File: config.mk
export PLATFORM = sky130hd
export DESIGN_NAME = dnc_write_interface
export DESIGN_NICKNAME = d
export VERILOG_FILES = /design/src/rtl/dnc_write_pkg.sv /design/src/rtl/dnc_write_interface.sv /design/src/rtl/dnc_write_strength.sv /design/src/rtl/dnc_erase_vector.sv /design/src/rtl/dnc_write_vector.sv
export SDC_FILE = /design/constraint.sdc
export NUM_CORES = 1
export LEC_CHECK = 0
export BUFFER_PORTS_ARGS = -buffer_cell sky130_fd_sc_hd__clkbuf_2
export CORE_MARGIN = 2
export CORE_UTILIZATION = 55
export DETAILED_ROUTE_END_ITERATION = 8
export PLACE_DENSITY = 0.95
export SYNTH_ARGS = -nofsm -noshare
export SYNTH_HDL_FRONTEND = slang
export SYNTH_SLANG_ARGS = --single-unit
File: constraint.sdc
create_clock -name CLK -period 5.5 [get_ports CLK]
set_input_delay 0.275 -clock CLK [delete_from_list [all_inputs] [get_ports CLK]]
set_output_delay 0.275 -clock CLK [all_outputs]
set_load 0.01 [all_outputs]
File: src/rtl/dnc_write_pkg.sv
/* Element format and control types shared by the write-head output stage
   Data is signed fixed point, the fraction width is a module parameter */

package dnc_write_pkg;

  ////////////////////
  // Widths
  ////////////////////

  // Every element on every stream has this width
  localparam int DATA_W = 16;

  // Element counters and the W size input
  // W may range from 1 to 255, and 0 is not supported
  localparam int INDEX_W = 8;

  ////////////////////
  // Types
  ////////////////////

  // One fixed-point element, two's complement
  typedef logic signed [DATA_W-1:0] data_t;

  // Element count or element index
  typedef logic [INDEX_W-1:0] index_t;

  // Control FSM used by every stream block
  // ST_IDLE waits for START, ST_RUN accepts elements until done
  typedef enum logic {
    ST_IDLE = 1'b0,
    ST_RUN  = 1'b1
  } stream_state_t;

endpackage : dnc_write_pkg
File: src/rtl/dnc_write_interface.sv
/* The three READY pulses are independent, the caller waits on all of them
   SIZE_W_IN must be 1 or more and stable from START until the last READY */
`timescale 1ns/1ns

module dnc_write_interface
  import dnc_write_pkg::*;
#(
  parameter int FRACT_SIZE = 8
) (
  // Global
  input  logic   CLK,
  input  logic   RST,

  // Common control
  input  logic   START,
  input  index_t SIZE_W_IN,

  // Write vector
  input  logic   V_IN_ENABLE,
  input  data_t  V_IN,
  output logic   V_OUT_ENABLE,
  output data_t  V_OUT,
  output logic   V_READY,

  // Erase vector
  input  logic   E_IN_ENABLE,
  input  data_t  E_IN,
  output logic   E_OUT_ENABLE,
  output data_t  E_OUT,
  output logic   E_READY,

  // Write strength
  input  logic   BETA_IN_ENABLE,
  input  data_t  BETA_IN,
  output logic   BETA_OUT_ENABLE,
  output data_t  BETA_OUT,
  output logic   BETA_READY
);

  ////////////////////
  // Write vector, pass-through
  ////////////////////

  dnc_write_vector i_dnc_write_vector (
    .CLK          (CLK),
    .RST          (RST),
    .START        (START),
    .READY        (V_READY),
    .V_IN_ENABLE  (V_IN_ENABLE),
    .V_OUT_ENABLE (V_OUT_ENABLE),
    .SIZE_W_IN    (SIZE_W_IN),
    .V_IN         (V_IN),
    .V_OUT        (V_OUT)
  );

  ////////////////////
  // Erase vector, hard logistic
  ////////////////////

  dnc_erase_vector #(
    .FRACT_SIZE (FRACT_SIZE)
  ) i_dnc_erase_vector (
    .CLK          (CLK),
    .RST          (RST),
    .START        (START),
    .READY        (E_READY),
    .E_IN_ENABLE  (E_IN_ENABLE),
    .E_OUT_ENABLE (E_OUT_ENABLE),
    .SIZE_W_IN    (SIZE_W_IN),
    .E_IN         (E_IN),
    .E_OUT        (E_OUT)
  );

  ////////////////////
  // Write strength, hard oneplus
  ////////////////////

  dnc_write_strength #(
    .FRACT_SIZE (FRACT_SIZE)
  ) i_dnc_write_strength (
    .CLK             (CLK),
    .RST             (RST),
    .START           (START),
    .READY           (BETA_READY),
    .BETA_IN_ENABLE  (BETA_IN_ENABLE),
    .BETA_OUT_ENABLE (BETA_OUT_ENABLE),
    .BETA_IN         (BETA_IN),
    .BETA_OUT        (BETA_OUT)
  );

endmodule : dnc_write_interface

File: src/rtl/dnc_write_strength.sv
/* Hard oneplus beta = 1 + max(x, 0), saturating at the largest data_t value
   One element per START, FRACT_SIZE from 2 to 14 fraction bits */
`timescale 1ns/1ns

module dnc_write_strength
  import dnc_write_pkg::*;
#(
  parameter int FRACT_SIZE = 8
) (
  // Global
  input  logic  CLK,
  input  logic  RST,

  // Control
  input  logic  START,
  output logic  READY,
  input  logic  BETA_IN_ENABLE,
  output logic  BETA_OUT_ENABLE,

  // Data
  input  data_t BETA_IN,
  output data_t BETA_OUT
);

  ////////////////////
  // Constants
  ////////////////////

  // One guard bit catches the carry out of the positive sum
  typedef logic signed [DATA_W:0] wide_t;

  localparam wide_t ONE     = wide_t'(1) << FRACT_SIZE;
  localparam wide_t MAX_POS = wide_t'((2 ** (DATA_W - 1)) - 1);

  ////////////////////
  // Signals
  ////////////////////

  stream_state_t state;

  logic  accept;
  wide_t sum;
  data_t oneplus;

  ////////////////////
  // Body
  ////////////////////

  assign accept = (state == ST_RUN) && BETA_IN_ENABLE;

  // Negative and zero inputs give exactly one
  always_comb begin
    if (BETA_IN > 0) begin
      sum = ONE + wide_t'(BETA_IN);
    end else begin
      sum = ONE;
    end
    oneplus = (sum > MAX_POS) ? data_t'(MAX_POS) : sum[DATA_W-1:0];
  end

  // Single element, so completion coincides with the output strobe
  assign READY = BETA_OUT_ENABLE;

  always_ff @(posedge CLK or posedge RST) begin
    if (RST) begin
      state           <= ST_IDLE;
      BETA_OUT        <= '0;
      BETA_OUT_ENABLE <= 1'b0;
    end else begin
      BETA_OUT_ENABLE <= accept;

      if (accept) begin
        BETA_OUT <= oneplus;
      end

      case (state)
        ST_IDLE: begin
          if (START) begin
            state <= ST_RUN;
          end
        end
        ST_RUN: begin
          // First strobe ends the run
          if (BETA_IN_ENABLE) begin
            state <= ST_IDLE;
          end
        end
        default: begin
          state <= ST_IDLE;
        end
      endcase
    end
  end

endmodule : dnc_write_strength

File: src/rtl/dnc_erase_vector.sv
/* Hard logistic e = clamp(1/2 + x/4, 0, 1), FRACT_SIZE from 2 to 14 fraction bits
   SIZE_W_IN must be 1 or more and stable for the run, there is no back-pressure */
`timescale 1ns/1ns

module dnc_erase_vector
  import dnc_write_pkg::*;
#(
  parameter int FRACT_SIZE = 8
) (
  // Global
  input  logic   CLK,
  input  logic   RST,

  // Control
  input  logic   START,
  output logic   READY,
  input  logic   E_IN_ENABLE,
  output logic   E_OUT_ENABLE,

  // Data
  input  index_t SIZE_W_IN,
  input  data_t  E_IN,
  output data_t  E_OUT
);

  ////////////////////
  // Constants
  ////////////////////

  // Two guard bits so the sum never wraps before the clamp
  typedef logic signed [DATA_W+1:0] wide_t;

  localparam wide_t HALF = wide_t'(1) << (FRACT_SIZE - 1);
  localparam wide_t ONE  = wide_t'(1) << FRACT_SIZE;

  ////////////////////
  // Signals
  ////////////////////

  // Control FSM
  stream_state_t state;

  // Element counter, runs 0 to W-1
  index_t index_loop;
  index_t last_index;

  logic accept;
  logic last_element;

  // Squash datapath
  wide_t scaled;
  wide_t sum;
  data_t squashed;

  ////////////////////
  // Body
  ////////////////////

  assign last_index   = SIZE_W_IN - index_t'(1);
  assign accept       = (state == ST_RUN) && E_IN_ENABLE;
  assign last_element = (index_loop == last_index);

  // Quarter slope through one half, then clamp to [0, 1]
  always_comb begin
    scaled = wide_t'(E_IN >>> 2);  // sign extends
    sum    = scaled + HALF;
    if (sum < 0) begin
      squashed = '0;
    end else if (sum > ONE) begin
      squashed = data_t'(ONE);
    end else begin
      squashed = sum[DATA_W-1:0];
    end
  end

  always_ff @(posedge CLK or posedge RST) begin
    if (RST) begin
      state        <= ST_IDLE;
      index_loop   <= '0;
      E_OUT        <= '0;
      E_OUT_ENABLE <= 1'b0;
      READY        <= 1'b0;
    end else begin
      // Output strobe drops right after the block stops taking input
      E_OUT_ENABLE <= accept;
      READY        <= accept && last_element;

      if (accept) begin
        E_OUT <= squashed;
      end

      case (state)
        ST_IDLE: begin
          if (START) begin
            index_loop <= '0;
            state      <= ST_RUN;
          end
        end
        ST_RUN: begin
          // Count elements, back to idle after element W
          if (E_IN_ENABLE) begin
            if (last_element) begin
              state <= ST_IDLE;
            end else begin
              index_loop <= index_loop + index_t'(1);
            end
          end
        end
        default: begin
          state <= ST_IDLE;
        end
      endcase
    end
  end

endmodule : dnc_erase_vector

File: src/rtl/dnc_write_vector.sv
/* SIZE_W_IN must be 1 or more and held stable for the whole run
   No back-pressure, each V_OUT element must be taken while V_OUT_ENABLE is high */
`timescale 1ns/1ns

module dnc_write_vector
  import dnc_write_pkg::*;
(
  // Global
  input  logic   CLK,
  input  logic   RST,

  // Control
  input  logic   START,
  output logic   READY,
  input  logic   V_IN_ENABLE,
  output logic   V_OUT_ENABLE,

  // Data
  input  index_t SIZE_W_IN,
  input  data_t  V_IN,
  output data_t  V_OUT
);

  ////////////////////
  // Signals
  ////////////////////

  // Control FSM
  stream_state_t state;

  // Element counter, runs 0 to W-1
  index_t index_loop;
  index_t last_index;

  // Element taken this cycle
  logic accept;
  logic last_element;

  ////////////////////
  // Body
  ////////////////////

  assign last_index   = SIZE_W_IN - index_t'(1);
  assign accept       = (state == ST_RUN) && V_IN_ENABLE;
  assign last_element = (index_loop == last_index);

  // v(t;k) = v^(t;k), one cycle of latency
  always_ff @(posedge CLK or posedge RST) begin
    if (RST) begin
      state        <= ST_IDLE;
      index_loop   <= '0;
      V_OUT        <= '0;
      V_OUT_ENABLE <= 1'b0;
      READY        <= 1'b0;
    end else begin
      // Strobes follow the accept of the previous cycle only
      V_OUT_ENABLE <= accept;
      READY        <= accept && last_element;

      // Output register holds the last element until the next one
      if (accept) begin
        V_OUT <= V_IN;
      end

      case (state)
        ST_IDLE: begin
          // Enables are ignored here
          if (START) begin
            index_loop <= '0;
            state      <= ST_RUN;
          end
        end
        ST_RUN: begin
          // START ignored while running
          if (V_IN_ENABLE) begin
            if (last_element) begin
              state <= ST_IDLE;
            end else begin
              index_loop <= index_loop + index_t'(1);
            end
          end
        end
        default: begin
          state <= ST_IDLE;
        end
      endcase
    end
  end

endmodule : dnc_write_vector

## Word level (Yosys, flattened, before mapping)

Cells that the tools add are included.

- $add $sub $neg: 5
- $lt $le $gt $ge: 4
- Equality and inequality tests: 8
- Mux-type cells: 20
- Bitwise logic cells: 3
- Reduce and logical (&&, ||, !) cells: 7

Operators by type and width:

| kind | number |
|---|---|
| 16-bit 2-to-1 mux | 3 |
| 8-bit 2-to-1 mux | 5 |
| 8-bit one-hot mux with 2 select lines | 2 |
| 10-bit by 16-bit adder with 17-bit output, first input constant | 1 |
| 17-bit by 16-bit greater-than comparator with 1-bit output, second input constant | 1 |
| 17-bit 2-to-1 mux | 1 |
| 8-bit by 1-bit adder with 8-bit output, second input constant | 2 |
| 8-bit == test | 2 |
| 16-bit by 1-bit greater-than comparator with 1-bit output, second input constant | 1 |
| 14-bit by 9-bit adder with 15-bit output, second input constant | 1 |
| 15-bit by 10-bit greater-than comparator with 1-bit output, second input constant | 1 |
| 15-bit by 1-bit less-than comparator with 1-bit output, second input constant | 1 |
| 2-bit inequality test, second input constant | 6 |
| 8-bit by 1-bit subtractor with 8-bit output, second input constant | 1 |
| 1-bit 2-to-1 mux | 6 |
| 1-bit one-hot mux with 2 select lines | 3 |
| 3-bit AND reduction | 2 |
| 1-bit logical AND | 5 |
| 1-bit inverter | 3 |

- Flip-flop bits (word level): 72
- Bits of input ports: 62

## Logic depth before layout (Yosys ltp)

Gate-level depths: netlist of run 1.

- Depth in word-level cells: 5
- Depth in mapped cells: 10
- Mapped depth without buffers: 8

## Hierarchy

From an unflattened synthesis of run 1, not the netlist that was laid out.

- Cells, all modules: 356
- Area total of the unflattened synthesis: 3714.8 µm²

Modules (own cells, without submodules):

| module | times used | cells each | area an instance (µm²) | sequential area each (µm²) |
|---|---|---|---|---|
| dnc_write_vector | 1 | 117 | 1381.3 | 675.6 |
| dnc_erase_vector | 1 | 143 | 1376.3 | 625.6 |
| dnc_write_strength | 1 | 96 | 957.2 | 450.4 |

## Worst setup path before layout of run 1

No wires, ideal clock.

- Path type: input-to-reg
- From: input SIZE_W_IN[0]
- To: register i_dnc_write_vector.index_loop[0]
- Data arrival time: 2139 ps
- Slack: 3281 ps
- Stages: 10
- Cell sequence: buf_2 -> inv_1 -> ha_1 -> nand2b_1 -> or3_1 -> a2111oi_2 -> o2111a_2 -> buf_6 -> nand2b_4 -> mux2i_1

- Cells in the longest elaborated chain, start to end: 4

Ends and longest elaborated chain:

| item | line | text |
|---|---|---|
| start: declaration | dnc_write_interface.sv:16 | `input index_t SIZE_W_IN,` |
| 8-bit by 1-bit subtractor with 8-bit output | dnc_write_vector.sv:43 | `assign last_index = SIZE_W_IN - index_t'(1);` |
| 8-bit == test | dnc_write_vector.sv:45 | `assign last_element = (index_loop == last_index);` |
| 2-bit inequality test (no source line) | n/a |  |
| 3-bit AND reduction (no source line) | n/a |  |
| end signal: assignment | dnc_write_vector.sv:79 | `index_loop <= index_loop + index_t'(1);` |
| end: declaration | dnc_write_vector.sv:32 | `index_t index_loop;` |

Every way passes these cells.
A chain may end at the register's enable or synchronous reset.

## Worst setup path after layout of run 1

Same ends and word-level chain as after synthesis.

==> impl_metrics.ini, run 1 <==
[detailed_routing]
via_per_inst = 5.59
wl_um = 7890
wl_per_cell_um = 14.9
dr_total_vias = 2968
drtIter0Drc = 178
dr.pass1.iters = 4
drc = 0
ant_nets = 0

[worst_setup_path]
critPathMaxStageDelay_ns = 0.42
cp_cell_sequence = clkbuf_2 > inv_1 > ha_1 > nand2b_1 > or3_1 > a2111oi_2 > o2111a_2 > nand2b_4 > mux2i_1
arrival_ns = 2.49
worstSetupStartpointType = input pin
cp.required_ns = 5.74
critPathCaptureType = register
worst-setup-path-type = input pin to register
r2r_slack_ns = 3.31
r2r_end = i_dnc_write_vector.index_loop[0]
critPathSlowestCell = or3_1
cp_max_fo = 12
path_buf_inv = 2
timing.rr.start = i_dnc_write_vector.index_loop[6]
crit_family = compound AO/OA/AOI/OAI gates
r2r_cells = 6

[placement]
place_congestion = 0.840
hpwl_um = 5770
placed_area_mm2 = 0.00412
placed_cells = 517
io_buffers = 111

[pwr]
p_leak_nw = 2.09
pwr-share-comb_pct = 26.6
clock_power_share_pct = 24.7
peakVddDrop_mv = 0.199
p_seq_share_pct = 48.7
p_sw_share_pct = 33.7
p_sw_uw = 481
internal-power_uw = 945
power_density_mw_per_mm2 = 333

[global_routing]
grt.overflow.total = 0
grt_use_total_pct = 22.9
first_global_vias = 2997
grt_max_degree = 71
grt_pass1_wl_um = 13300
antenna_found_initial = 0

[sta]
finalMaxSlewViolations = 0
tightest_slew_ns = 1.17
rsz0062_at_grt = false
fin_worst_skew_ns = 0.00890
fin_crit_ns = 2.25
finalSetupTns_ns = 0
setup_viol = 0
slew_headroom_pct = 21.8
finalHoldViolations = 0
finalCritPeriodShare_pct = 40.9
clock.fmax_mhz = 445
hold-worst-slack_ns = 0.165

[synth]
synthesis.area_mm2 = 0.00353
ys_async_sr_fraction_pct = 100
syn_area_per_cell_um2 = 10.4
synth_warnings = 0
synth_top_cell_by_area = dfrtp_1
ys_ff_latch = 70
synth.distinct_cells = 52
synth_top_area_share_pct = 49.6
synth_edf_count = 0
synth_area_leaders = dfrtp_1, mux2_2, xnor2_1
synth.most_common_cell = dfrtp_1
synth_seq_area_share_pct = 49.6
syn_inst = 341
synth_ff_type = dfrtp_1
synth_common_cells = dfrtp_1, nand2_1, nor2_1, xnor2_1

[clock_network]
worstSkewPairLatency_ns = 0.34
cts_tree = done
clk_pin_slew_ns = 0.07
ctsHoldBuffers = 0
cts.sinks = 70
cts_inserted_buffers = 9
root_buffer = clkbuf_8
cts.htree.levels = 3
postCtsResizedCells = 0
cts_setup_buffers = 0
cts_buffer_depth = 2

[cells_and_area]
drive_above_1_share_pct = 33.7
final_util_pct = 68.2
syn_to_final_growth_pct = 21.2
fin_nets = 519
final_cells = 531
antenna_cells = 0
finalInstanceArea_mm2 = 0.00428

[die]
die_y_um = 84.1
io_pins = 116
die_w_um = 84.1
start_util_pct = 56.2
die-area_mm2 = 0.00707
core_area_mm2 = 0.00628
rows = 29

[hold_path]
hold_end = i_dnc_write_vector.V_OUT[10]
hold_start = V_IN[10]
holdCritPathClass = input pin to register
min_path_cells = 2

[flow_run]
drv_cap = 0

[run_status]
run_status = finished, final reports clean
state kept, by name, indices dropped and copies added, names as in the netlist:
register / cells
i_dnc_erase_vector.READY: 1
i_dnc_write_vector.index_loop: 8
i_dnc_write_strength.BETA_OUT_ENABLE: 1
i_dnc_erase_vector.state: 1
i_dnc_write_strength.BETA_OUT: 16
i_dnc_write_strength.state: 1
i_dnc_erase_vector.E_OUT_ENABLE: 1
i_dnc_write_vector.V_OUT: 16
i_dnc_write_vector.READY: 1
i_dnc_write_vector.V_OUT_ENABLE: 1
i_dnc_write_vector.state: 1
i_dnc_erase_vector.E_OUT: 14
i_dnc_erase_vector.index_loop: 8
cells by family (layout without fill, tap and decap cells):
| logic type | Yosys count | after routing | synth area share [%] |
|---|---|---|---|
| xor gates and xnor gates | 25 | 25 | 6.20 |
| adders and majority gates | 6 | 6 | 2.13 |
| muxes | 28 | 28 | 8.51 |
| and+or+nand+nor | 128 | 128 | 18.9 |
| buffers and inverters | 26 | 138 | 3.44 |
| other | 1 | 2 | 0.106 |
| AOI/OAI and AO/OA | 57 | 57 | 11.1 |
| DFF | 70 | 70 | 49.6 |
area by class of cell:
class                      instances  area, µm²
timing repair buffer             112        563
multi-input combinational        246       1660
clock buffer                      10        138
sequential                        70       1750
fill                             473       2000
inverter                          12       45.0
tap                               77       96.3
clock inverter                     4       25.0
power by group through the flow:
stage / sequential, mW / clock [mW] / combinational, mW
3_5_place_dp: 0.702 / 0 / 0.377
4_1_cts: 0.694 / 0.360 / 0.382
5_1_grt: 0.708 / 0.379 / 0.424
2_1_floorplan: 0.696 / 0 / 0.248
6_report: 0.695 / 0.352 / 0.379
3_3_place_gp: 0.694 / 0 / 0.355
layout by cell type, fill, tap and decap left out, types with 3 or more instances in the layout:
master	netlist	layout
xnor2_1	19	19
nor2_1	25	25
xor2_1	6	6
a31oi_1	5	5
clkbuf_8	0	10
ha_1	6	6
nor3_1	9	9
nor4_1	6	6
o21ai_0	11	11
mux2i_1	12	12
o211ai_1	4	4
mux2_2	16	16
nand4_1	5	5
clkbuf_2	0	111
nor4b_1	3	3
dfrtp_1	70	70
and2_1	6	6
nand2_1	34	34
a21oi_1	16	16
inv_1	11	10
nand3_1	11	11
nand2b_1	10	10
a22o_1	7	7
worst max path at each step:
stage            startpoint                           endpoint  slack [ns]  depth (start not counted)
5_1_grt          BETA_IN[8]  i_dnc_write_strength.BETA_OUT[10]        2.98                          7
2_1_floorplan  SIZE_W_IN[0]   i_dnc_write_vector.index_loop[0]        3.28                         10
4_1_cts        SIZE_W_IN[0]   i_dnc_write_vector.index_loop[0]        3.26                          9
3_5_place_dp   SIZE_W_IN[0]   i_dnc_write_vector.index_loop[0]        2.95                          9
6_report       SIZE_W_IN[0]   i_dnc_write_vector.index_loop[0]        3.25                          9
3_3_place_gp     BETA_IN[8]   i_dnc_write_strength.BETA_OUT[8]        2.99                          7
layer usage:
metal / GRT usage (%) / vias up / part of all wire [%]
met5: 0 / - / 0
met1: 27.6 / 1437 / 41
met3: 4.95 / 15 / 5.5
met2: 39.9 / 90 / 52
met4: 9.53 / 0 / 1.5
li1: - / 1426 / -
per-stage QoR:
| step | setup slack, ns | total power [mW] |
|---|---|---|
| after floorplan | 3.28 | 0.944 |
| after global placement | 2.99 | 1.05 |
| after detailed placement | 2.95 | 1.08 |
| after CTS | 3.26 | 1.44 |
| after global routing | 2.98 | 1.51 |
| final | 3.25 | 1.43 |
Note: power is estimated with default switching activity, not from simulation.
==> inputs of run 2 (changes only) <==
--- a/config.mk
+++ b/config.mk
@@ -5,11 +5,12 @@
 export SDC_FILE = /design/constraint.sdc
 export NUM_CORES = 1
 export LEC_CHECK = 0
+export ABC_AREA = 1
 export BUFFER_PORTS_ARGS = -buffer_cell sky130_fd_sc_hd__clkbuf_2
 export CORE_MARGIN = 2
-export CORE_UTILIZATION = 55
+export CORE_UTILIZATION = 47
 export DETAILED_ROUTE_END_ITERATION = 8
-export PLACE_DENSITY = 0.95
+export PLACE_DENSITY = 0.89
 export SYNTH_ARGS = -nofsm -noshare
 export SYNTH_HDL_FRONTEND = slang
 export SYNTH_SLANG_ARGS = --single-unit
==> constraint.sdc (replaced) <==
create_clock -name CLK -period 1.9 [get_ports CLK]
set_input_delay 0.095 -clock CLK [delete_from_list [all_inputs] [get_ports CLK]]
set_output_delay 0.095 -clock CLK [all_outputs]
set_load 0.01 [all_outputs]
==> run 2 against run 1 <==
Effect of this change: area after synthesis is 7.3% higher; via count up 27%; global-route usage up 1.3 points; worst hold slack got worse by 0.13 ns; critical endpoint is now i_dnc_write_strength.BETA_OUT[10].
==> impl_metrics.ini, run 2 <==
[run_status]
run_status = finished, final reports clean

[pwr]
p_leak_nw = 2.71
p_seq_share_pct = 44.1
peakVddDrop_mv = 0.558
power_density_mw_per_mm2 = 865
internal-power_mw = 2.93
p_sw_mw = 1.42
clock_power_share_pct = 30.7
p_sw_share_pct = 32.7
pwr-share-comb_pct = 25.3
power_mw = 4.35

[sta]
fin_crit_ns = 1.72
finalWorstSetupSlack_ns = 0.184
setup_viol = 0
finalCritPeriodShare_pct = 90.3
rsz0062_at_grt = false
finalSetupTns_ns = 0
finalHoldViolations = 0
finalMaxSlewViolations = 0
clock.fmax_mhz = 583
fin_worst_skew_ns = 0.0142
hold-worst-slack_ns = 0.0397

[placement]
place_congestion = 0.930
io_buffers = 111
hpwl_um = 6940
placed_area_mm2 = 0.00449
pre_cts_ws_ns = 0.0736

[cells_and_area]
mostFrequentLayoutCells = nand2_1, clkbuf_2, dfrtp_1
antenna_cells = 0
finalInstanceArea_mm2 = 0.00503
drive_above_1_share_pct = 24.5
top_regs = i_dnc_write_strength.BETA_OUT (16), i_dnc_write_vector.V_OUT (16), i_dnc_erase_vector.E_OUT (14)
syn_to_final_growth_pct = 32.7
final_common_cell = nand2_1
fin_nets = 708

[die]
die_w_um = 93.8
core_area_mm2 = 0.00777
die-area_mm2 = 0.00879
rows = 32
io_pins = 116
start_util_pct = 48.8
die_y_um = 93.8

[synth]
synth_area_leaders = dfrtp_1, nand2_1, nand3_1
synth.distinct_cells = 31
synthesis.area_mm2 = 0.00379
synth_ff_type = dfrtp_1
synth_seq_area_share_pct = 46.3
synth_edf_count = 0
synth.most_common_cell = nand2_1
synth_warnings = 0
synth_top_cell_by_area = dfrtp_1
synth_common_cells = nand2_1, dfrtp_1, nor2_1, nand3_1, inv_1
syn_inst = 489
ys_async_sr_fraction_pct = 100
synth_top_area_share_pct = 46.3
ys_ff_latch = 70
syn_area_per_cell_um2 = 7.75

[worst_setup_path]
worstSetupStartpointType = input pin
arrival_ns = 1.92
critPathCaptureType = register
cp_max_fo = 13
worst-setup-path-type = input pin to register
cp.required_ns = 2.10

[clock_network]
cts_setup_buffers = 0
cts.sinks = 70
cts_buffer_depth = 2
root_buffer = clkbuf_8
cts_inserted_buffers = 9
worstSkewPairLatency_ns = 0.34
cts_tree = done
clk_pin_slew_ns = 0.08
cts.htree.levels = 3

[global_routing]
grt.overflow.total = 0
first_global_vias = 3847
antenna_found_initial = 0
grt_pass1_wl_um = 17000
grt_use_total_pct = 24.3
grt_max_degree = 37

[detailed_routing]
via_per_inst = 5.03
wl_um = 9920
wl_per_cell_um = 13.3
dr.pass1.iters = 5
ant_nets = 0
dr_total_vias = 3757
drc = 0
drtIter0Drc = 193

[hold_path]
holdCritPathClass = input pin to register

[flow_run]
drv_cap = 0
run 2: cell count changes after synthesis, sizes merged, moves of 11 or more:
cell	change
inv	+40
nand3	+44
nand2	+119
xnor2	-16
mux2	-16
nor2	+45
mux2i	-12
nand2b	-11
run 2: worst max-delay path: stages:
cell and delay [ns]:
dlygate4sd3_1 0.54, clkbuf_2 0.12, nor4_1 0.34, nand4_1 0.18, nand3_1 0.11, nand2_1 0.08, inv_1 0.32, a21oi_1 0.13
run 2: power groups by stage:
stage | registers (mW) | clock network, mW | logic, mW
2_1_floorplan | 1.93 | 0 | 0.657
3_3_place_gp | 1.93 | 0 | 0.990
3_5_place_dp | 1.94 | 0 | 1.04
4_1_cts | 1.91 | 1.35 | 1.09
5_1_grt | 1.96 | 1.42 | 1.24
6_report | 1.92 | 1.33 | 1.10
run 2: final timing paths:
kind | slack [ns] | depth (start not counted) | start | to
worst max-delay path | 0.18 | 8 | BETA_IN[7] | i_dnc_write_strength.BETA_OUT[10]
worst min-delay path | 0.04 | 3 | E_IN[3] | i_dnc_erase_vector.E_OUT[1]
worst max register to register | 0.25 | 12 | i_dnc_erase_vector.index_loop[0] | i_dnc_erase_vector.index_loop[2]
worst min register to register | 0.49 | 2 | i_dnc_write_vector.V_OUT[15] | i_dnc_write_vector.V_OUT[15]
max in group asynchronous | 1.11 | 4 | RST | i_dnc_erase_vector.E_OUT[7]
min in group asynchronous | 0.18 | 3 | RST | i_dnc_write_vector.V_OUT[4]
run 2: final cells by class:
type | instances | area, µm²
well taps | 102 | 128
multi-input cells | 355 | 1780
inverters | 54 | 203
clock buffers | 9 | 124
clock inverters | 7 | 97.6
fillers | 654 | 2740
repair buffers | 150 | 941
flip-flops and latches | 70 | 1750
run 2: logic make-up (layout without fill, tap and decap cells):
kind of cell	Yosys count	after routing	synth area share (%)
buffers and inverters	65	220	6.77
AOI/OAI and AO/OA	29	29	4.03
other	1	2	0.0990
xor gates and xnor gates	19	19	5.12
DFF	70	70	46.3
adders and majority gates	6	6	1.98
and+or+nand+nor	299	299	35.7
run 2: metal layers:
metal  vias to the layer above  share of wire (%)  wire (µm)  GRT usage, %
li1                       1836                  -          -             -
met1                      1756                 40       3980          29.4
met2                       139                 50       5010          41.1
met3                        26                6.9        687          6.66
met4                         0                2.4        241          9.54
met5                         -                  0          0             0
run 2: metrics by stage:
step | utilization [%] | std cells
floorplan | - | 490
global placement | 57.7 | 699
detailed placement | 57.7 | 699
CTS | 64.7 | 747
global route | 64.7 | 747
finish | 64.7 | 747
run 2: what timing repair did:
action                    4_1_cts  5_1_grt
resized for setup               0        0
hold endpoints to repair      101        0
hold buffers                   32        0
==> inputs of run 3 (changes only) <==
--- a/config.mk
+++ b/config.mk
@@ -5,10 +5,8 @@
 export SDC_FILE = /design/constraint.sdc
 export NUM_CORES = 1
 export LEC_CHECK = 0
-export ABC_AREA = 1
 export BUFFER_PORTS_ARGS = -buffer_cell sky130_fd_sc_hd__clkbuf_2
-export CORE_MARGIN = 2
-export CORE_UTILIZATION = 47
+export CORE_UTILIZATION = 46
 export DETAILED_ROUTE_END_ITERATION = 8
 export PLACE_DENSITY = 0.89
 export SYNTH_ARGS = -nofsm -noshare
==> run 3 against run 2 <==
Effect of this change: the run now ends with negative setup slack left; power rose by 7.8%; non-clock buffer count rose by 21; worst hold slack got worse by 0.0097 ns; largest power group unchanged.
==> impl_metrics.ini, run 3 (same netlist as run 1, synthesis figures left out) <==
[run_status]
failed_checks = negative setup slack
run_status = finished with violations

[pwr]
p_sw_mw = 1.54
p_sw_share_pct = 32.8
p_leak_nw = 2.43
peakVddDrop_mv = 0.635
pwr-share-comb_pct = 28.3
clock_power_share_pct = 28.5
power_density_mw_per_mm2 = 931
p_seq_share_pct = 43.1
internal-power_mw = 3.15

[clock_network]
cts.htree.levels = 3
cts_buffer_depth = 2
clk_pin_slew_ns = 0.08
worstSkewPairLatency_ns = 0.34
cts.sinks = 70
cts_inserted_buffers = 9
root_buffer = clkbuf_8
cts_tree = done

[global_routing]
antenna_found_initial = 0
grt_max_degree = 37
grt_use_total_pct = 24.7
grt_pass1_wl_um = 15000
first_global_vias = 3310
grt.overflow.total = 0

[sta]
rsz0062_at_grt = true
slew_headroom_pct = 66.7
clock.fmax_mhz = 507
fin_crit_ns = 1.97
fin_worst_skew_ns = 0.00790
setup_viol = 9
tightest_slew_ns = 0.496
finalWorstSetupSlack_ns = -0.0715
finalHoldViolations = 0
finalCritPeriodShare_pct = 104
finalMaxSlewViolations = 0

[cells_and_area]
top_regs = i_dnc_write_strength.BETA_OUT (16), i_dnc_write_vector.V_OUT (16), i_dnc_erase_vector.E_OUT (14)
drive_above_1_share_pct = 38.3
mostFrequentLayoutCells = clkbuf_2, dfrtp_1, nand2_1
final_cells = 614
fin_nets = 578
fill_cells = 548
final_common_cell = clkbuf_2
antenna_cells = 0
syn_to_final_growth_pct = 42.6

[detailed_routing]
wl_per_cell_um = 15.5
drtIter0Drc = 131
dr_total_vias = 3260
ant_nets = 0
dr.pass1.iters = 5
via_per_inst = 5.31
wl_um = 9520
drc = 0

[worst_setup_path]
critPathCaptureType = register
cp_max_fo = 5
worstSetupStartpointType = register
worst-setup-path-type = register to register
r2r_cells = 6
cp.required_ns = 2.16
timing.rr.start = i_dnc_write_vector.index_loop[6]
arrival_ns = 2.23
critPathLaunch = i_dnc_write_vector.index_loop[6]

[die]
die_w_um = 89.6
start_util_pct = 48.1
io_pins = 116
rows = 31
die-area_mm2 = 0.00803
core_area_mm2 = 0.00733
die_y_um = 89.6

[hold_path]
holdCritPathClass = input pin to register
hold_start = BETA_IN[0]
min_path_cells = 3

[flow_run]
drv_cap = 0

[placement]
placed_cells = 563
io_buffers = 111
hpwl_um = 6240
place_congestion = 0.833
pre_cts_ws_ns = -0.215
run 3: cell count changes in the layout (fill, tap and decap cells not counted), sizes merged, moves of 7 or more:
cell	delta
buf	+20
and2	+7
nand2	-119
nor3	+8
nand2b	+11
mux2i	+12
mux2	+16
nand3	-44
xor2	-8
inv	-40
xnor2	+16
a22o	+7
nor2	-45
run 3: layer usage:
| metal | vias to the layer above | share of wire (%) | GRT usage, % |
|---|---|---|---|
| met2 | 107 | 54 | 44.9 |
| met1 | 1604 | 40 | 29.1 |
| li1 | 1541 | - | - |
| met4 | 0 | 0.86 | 6.06 |
| met5 | - | 0 | 0 |
| met3 | 8 | 5.6 | 6.40 |
run 3: power groups by stage:
stage	Sequential [mW]	Combinational (mW)	Clock, mW
3_5_place_dp	2.02	1.19	0
6_report	2.02	1.33	1.34
4_1_cts	2.00	1.26	1.35
2_1_floorplan	2.01	0.724	0
5_1_grt	2.06	1.47	1.43
3_3_place_gp	2.01	1.13	0
run 3: final cells by class:
| cell class | instances | area (µm²) | area share, % |
|---|---|---|---|
| clock buffers | 10 | 128 | 2.53 |
| well taps | 99 | 124 | 2.46 |
| clock inverters | 6 | 95.1 | 1.89 |
| flip-flops and latches | 70 | 1750 | 34.8 |
| repair buffers | 171 | 1120 | 22.2 |
| multi-input cells | 246 | 1770 | 35.2 |
| inverters | 12 | 45.0 | 0.895 |
run 3: worst paths after layout:
| path | to | slack [ns] |
|---|---|---|
| min in group asynchronous | i_dnc_write_strength.BETA_OUT[3] | 0.30 |
| min | i_dnc_write_strength.BETA_OUT[0] | 0.03 |
| min reg2reg | i_dnc_write_strength.BETA_OUT[11] | 0.47 |
| max | i_dnc_write_vector.index_loop[0] | -0.07 |
| max in group asynchronous | i_dnc_write_vector.V_OUT[11] | 1.03 |
| max reg2reg | i_dnc_write_vector.index_loop[0] | -0.07 |
run 3: worst max-delay path, stage by stage, from the launching register on:
cell,delay (ns)
dfrtp_1,0.41
xnor2_1,0.14
or3_1,0.32
a2111oi_2,0.31
o2111a_2,0.34
nand2b_4,0.17
mux2i_1,0.19
run 3: timing repair:
| action | CTS | global route |
|---|---|---|
| setup buffers | 1 | 1 |
| gates resized for setup | 4 | 21 |
| setup endpoints to repair | 7 | 18 |
| hold buffers | 32 | 1 |
| pin swaps | 2 | 9 |
| endpoints found under the hold margin | 48 | 1 |
run 3: stage by stage:
step | total power [mW] | setup TNS, ns | area [µm²] | util, % | hold slack (ns)
after global placement | 3.14 | -0.688 | 4360 | 59.4 | 0.0936
after floorplan | 2.74 | 0 | 3550 | - | 0.191
after global routing | 4.95 | -1.63 | 5030 | 68.7 | 0.0155
after detailed placement | 3.21 | -1.48 | 4360 | 59.4 | 0.102
final | 4.69 | -0.394 | 5030 | 68.7 | 0.0300
after CTS | 4.61 | -0.266 | 4940 | 67.3 | 0.00193
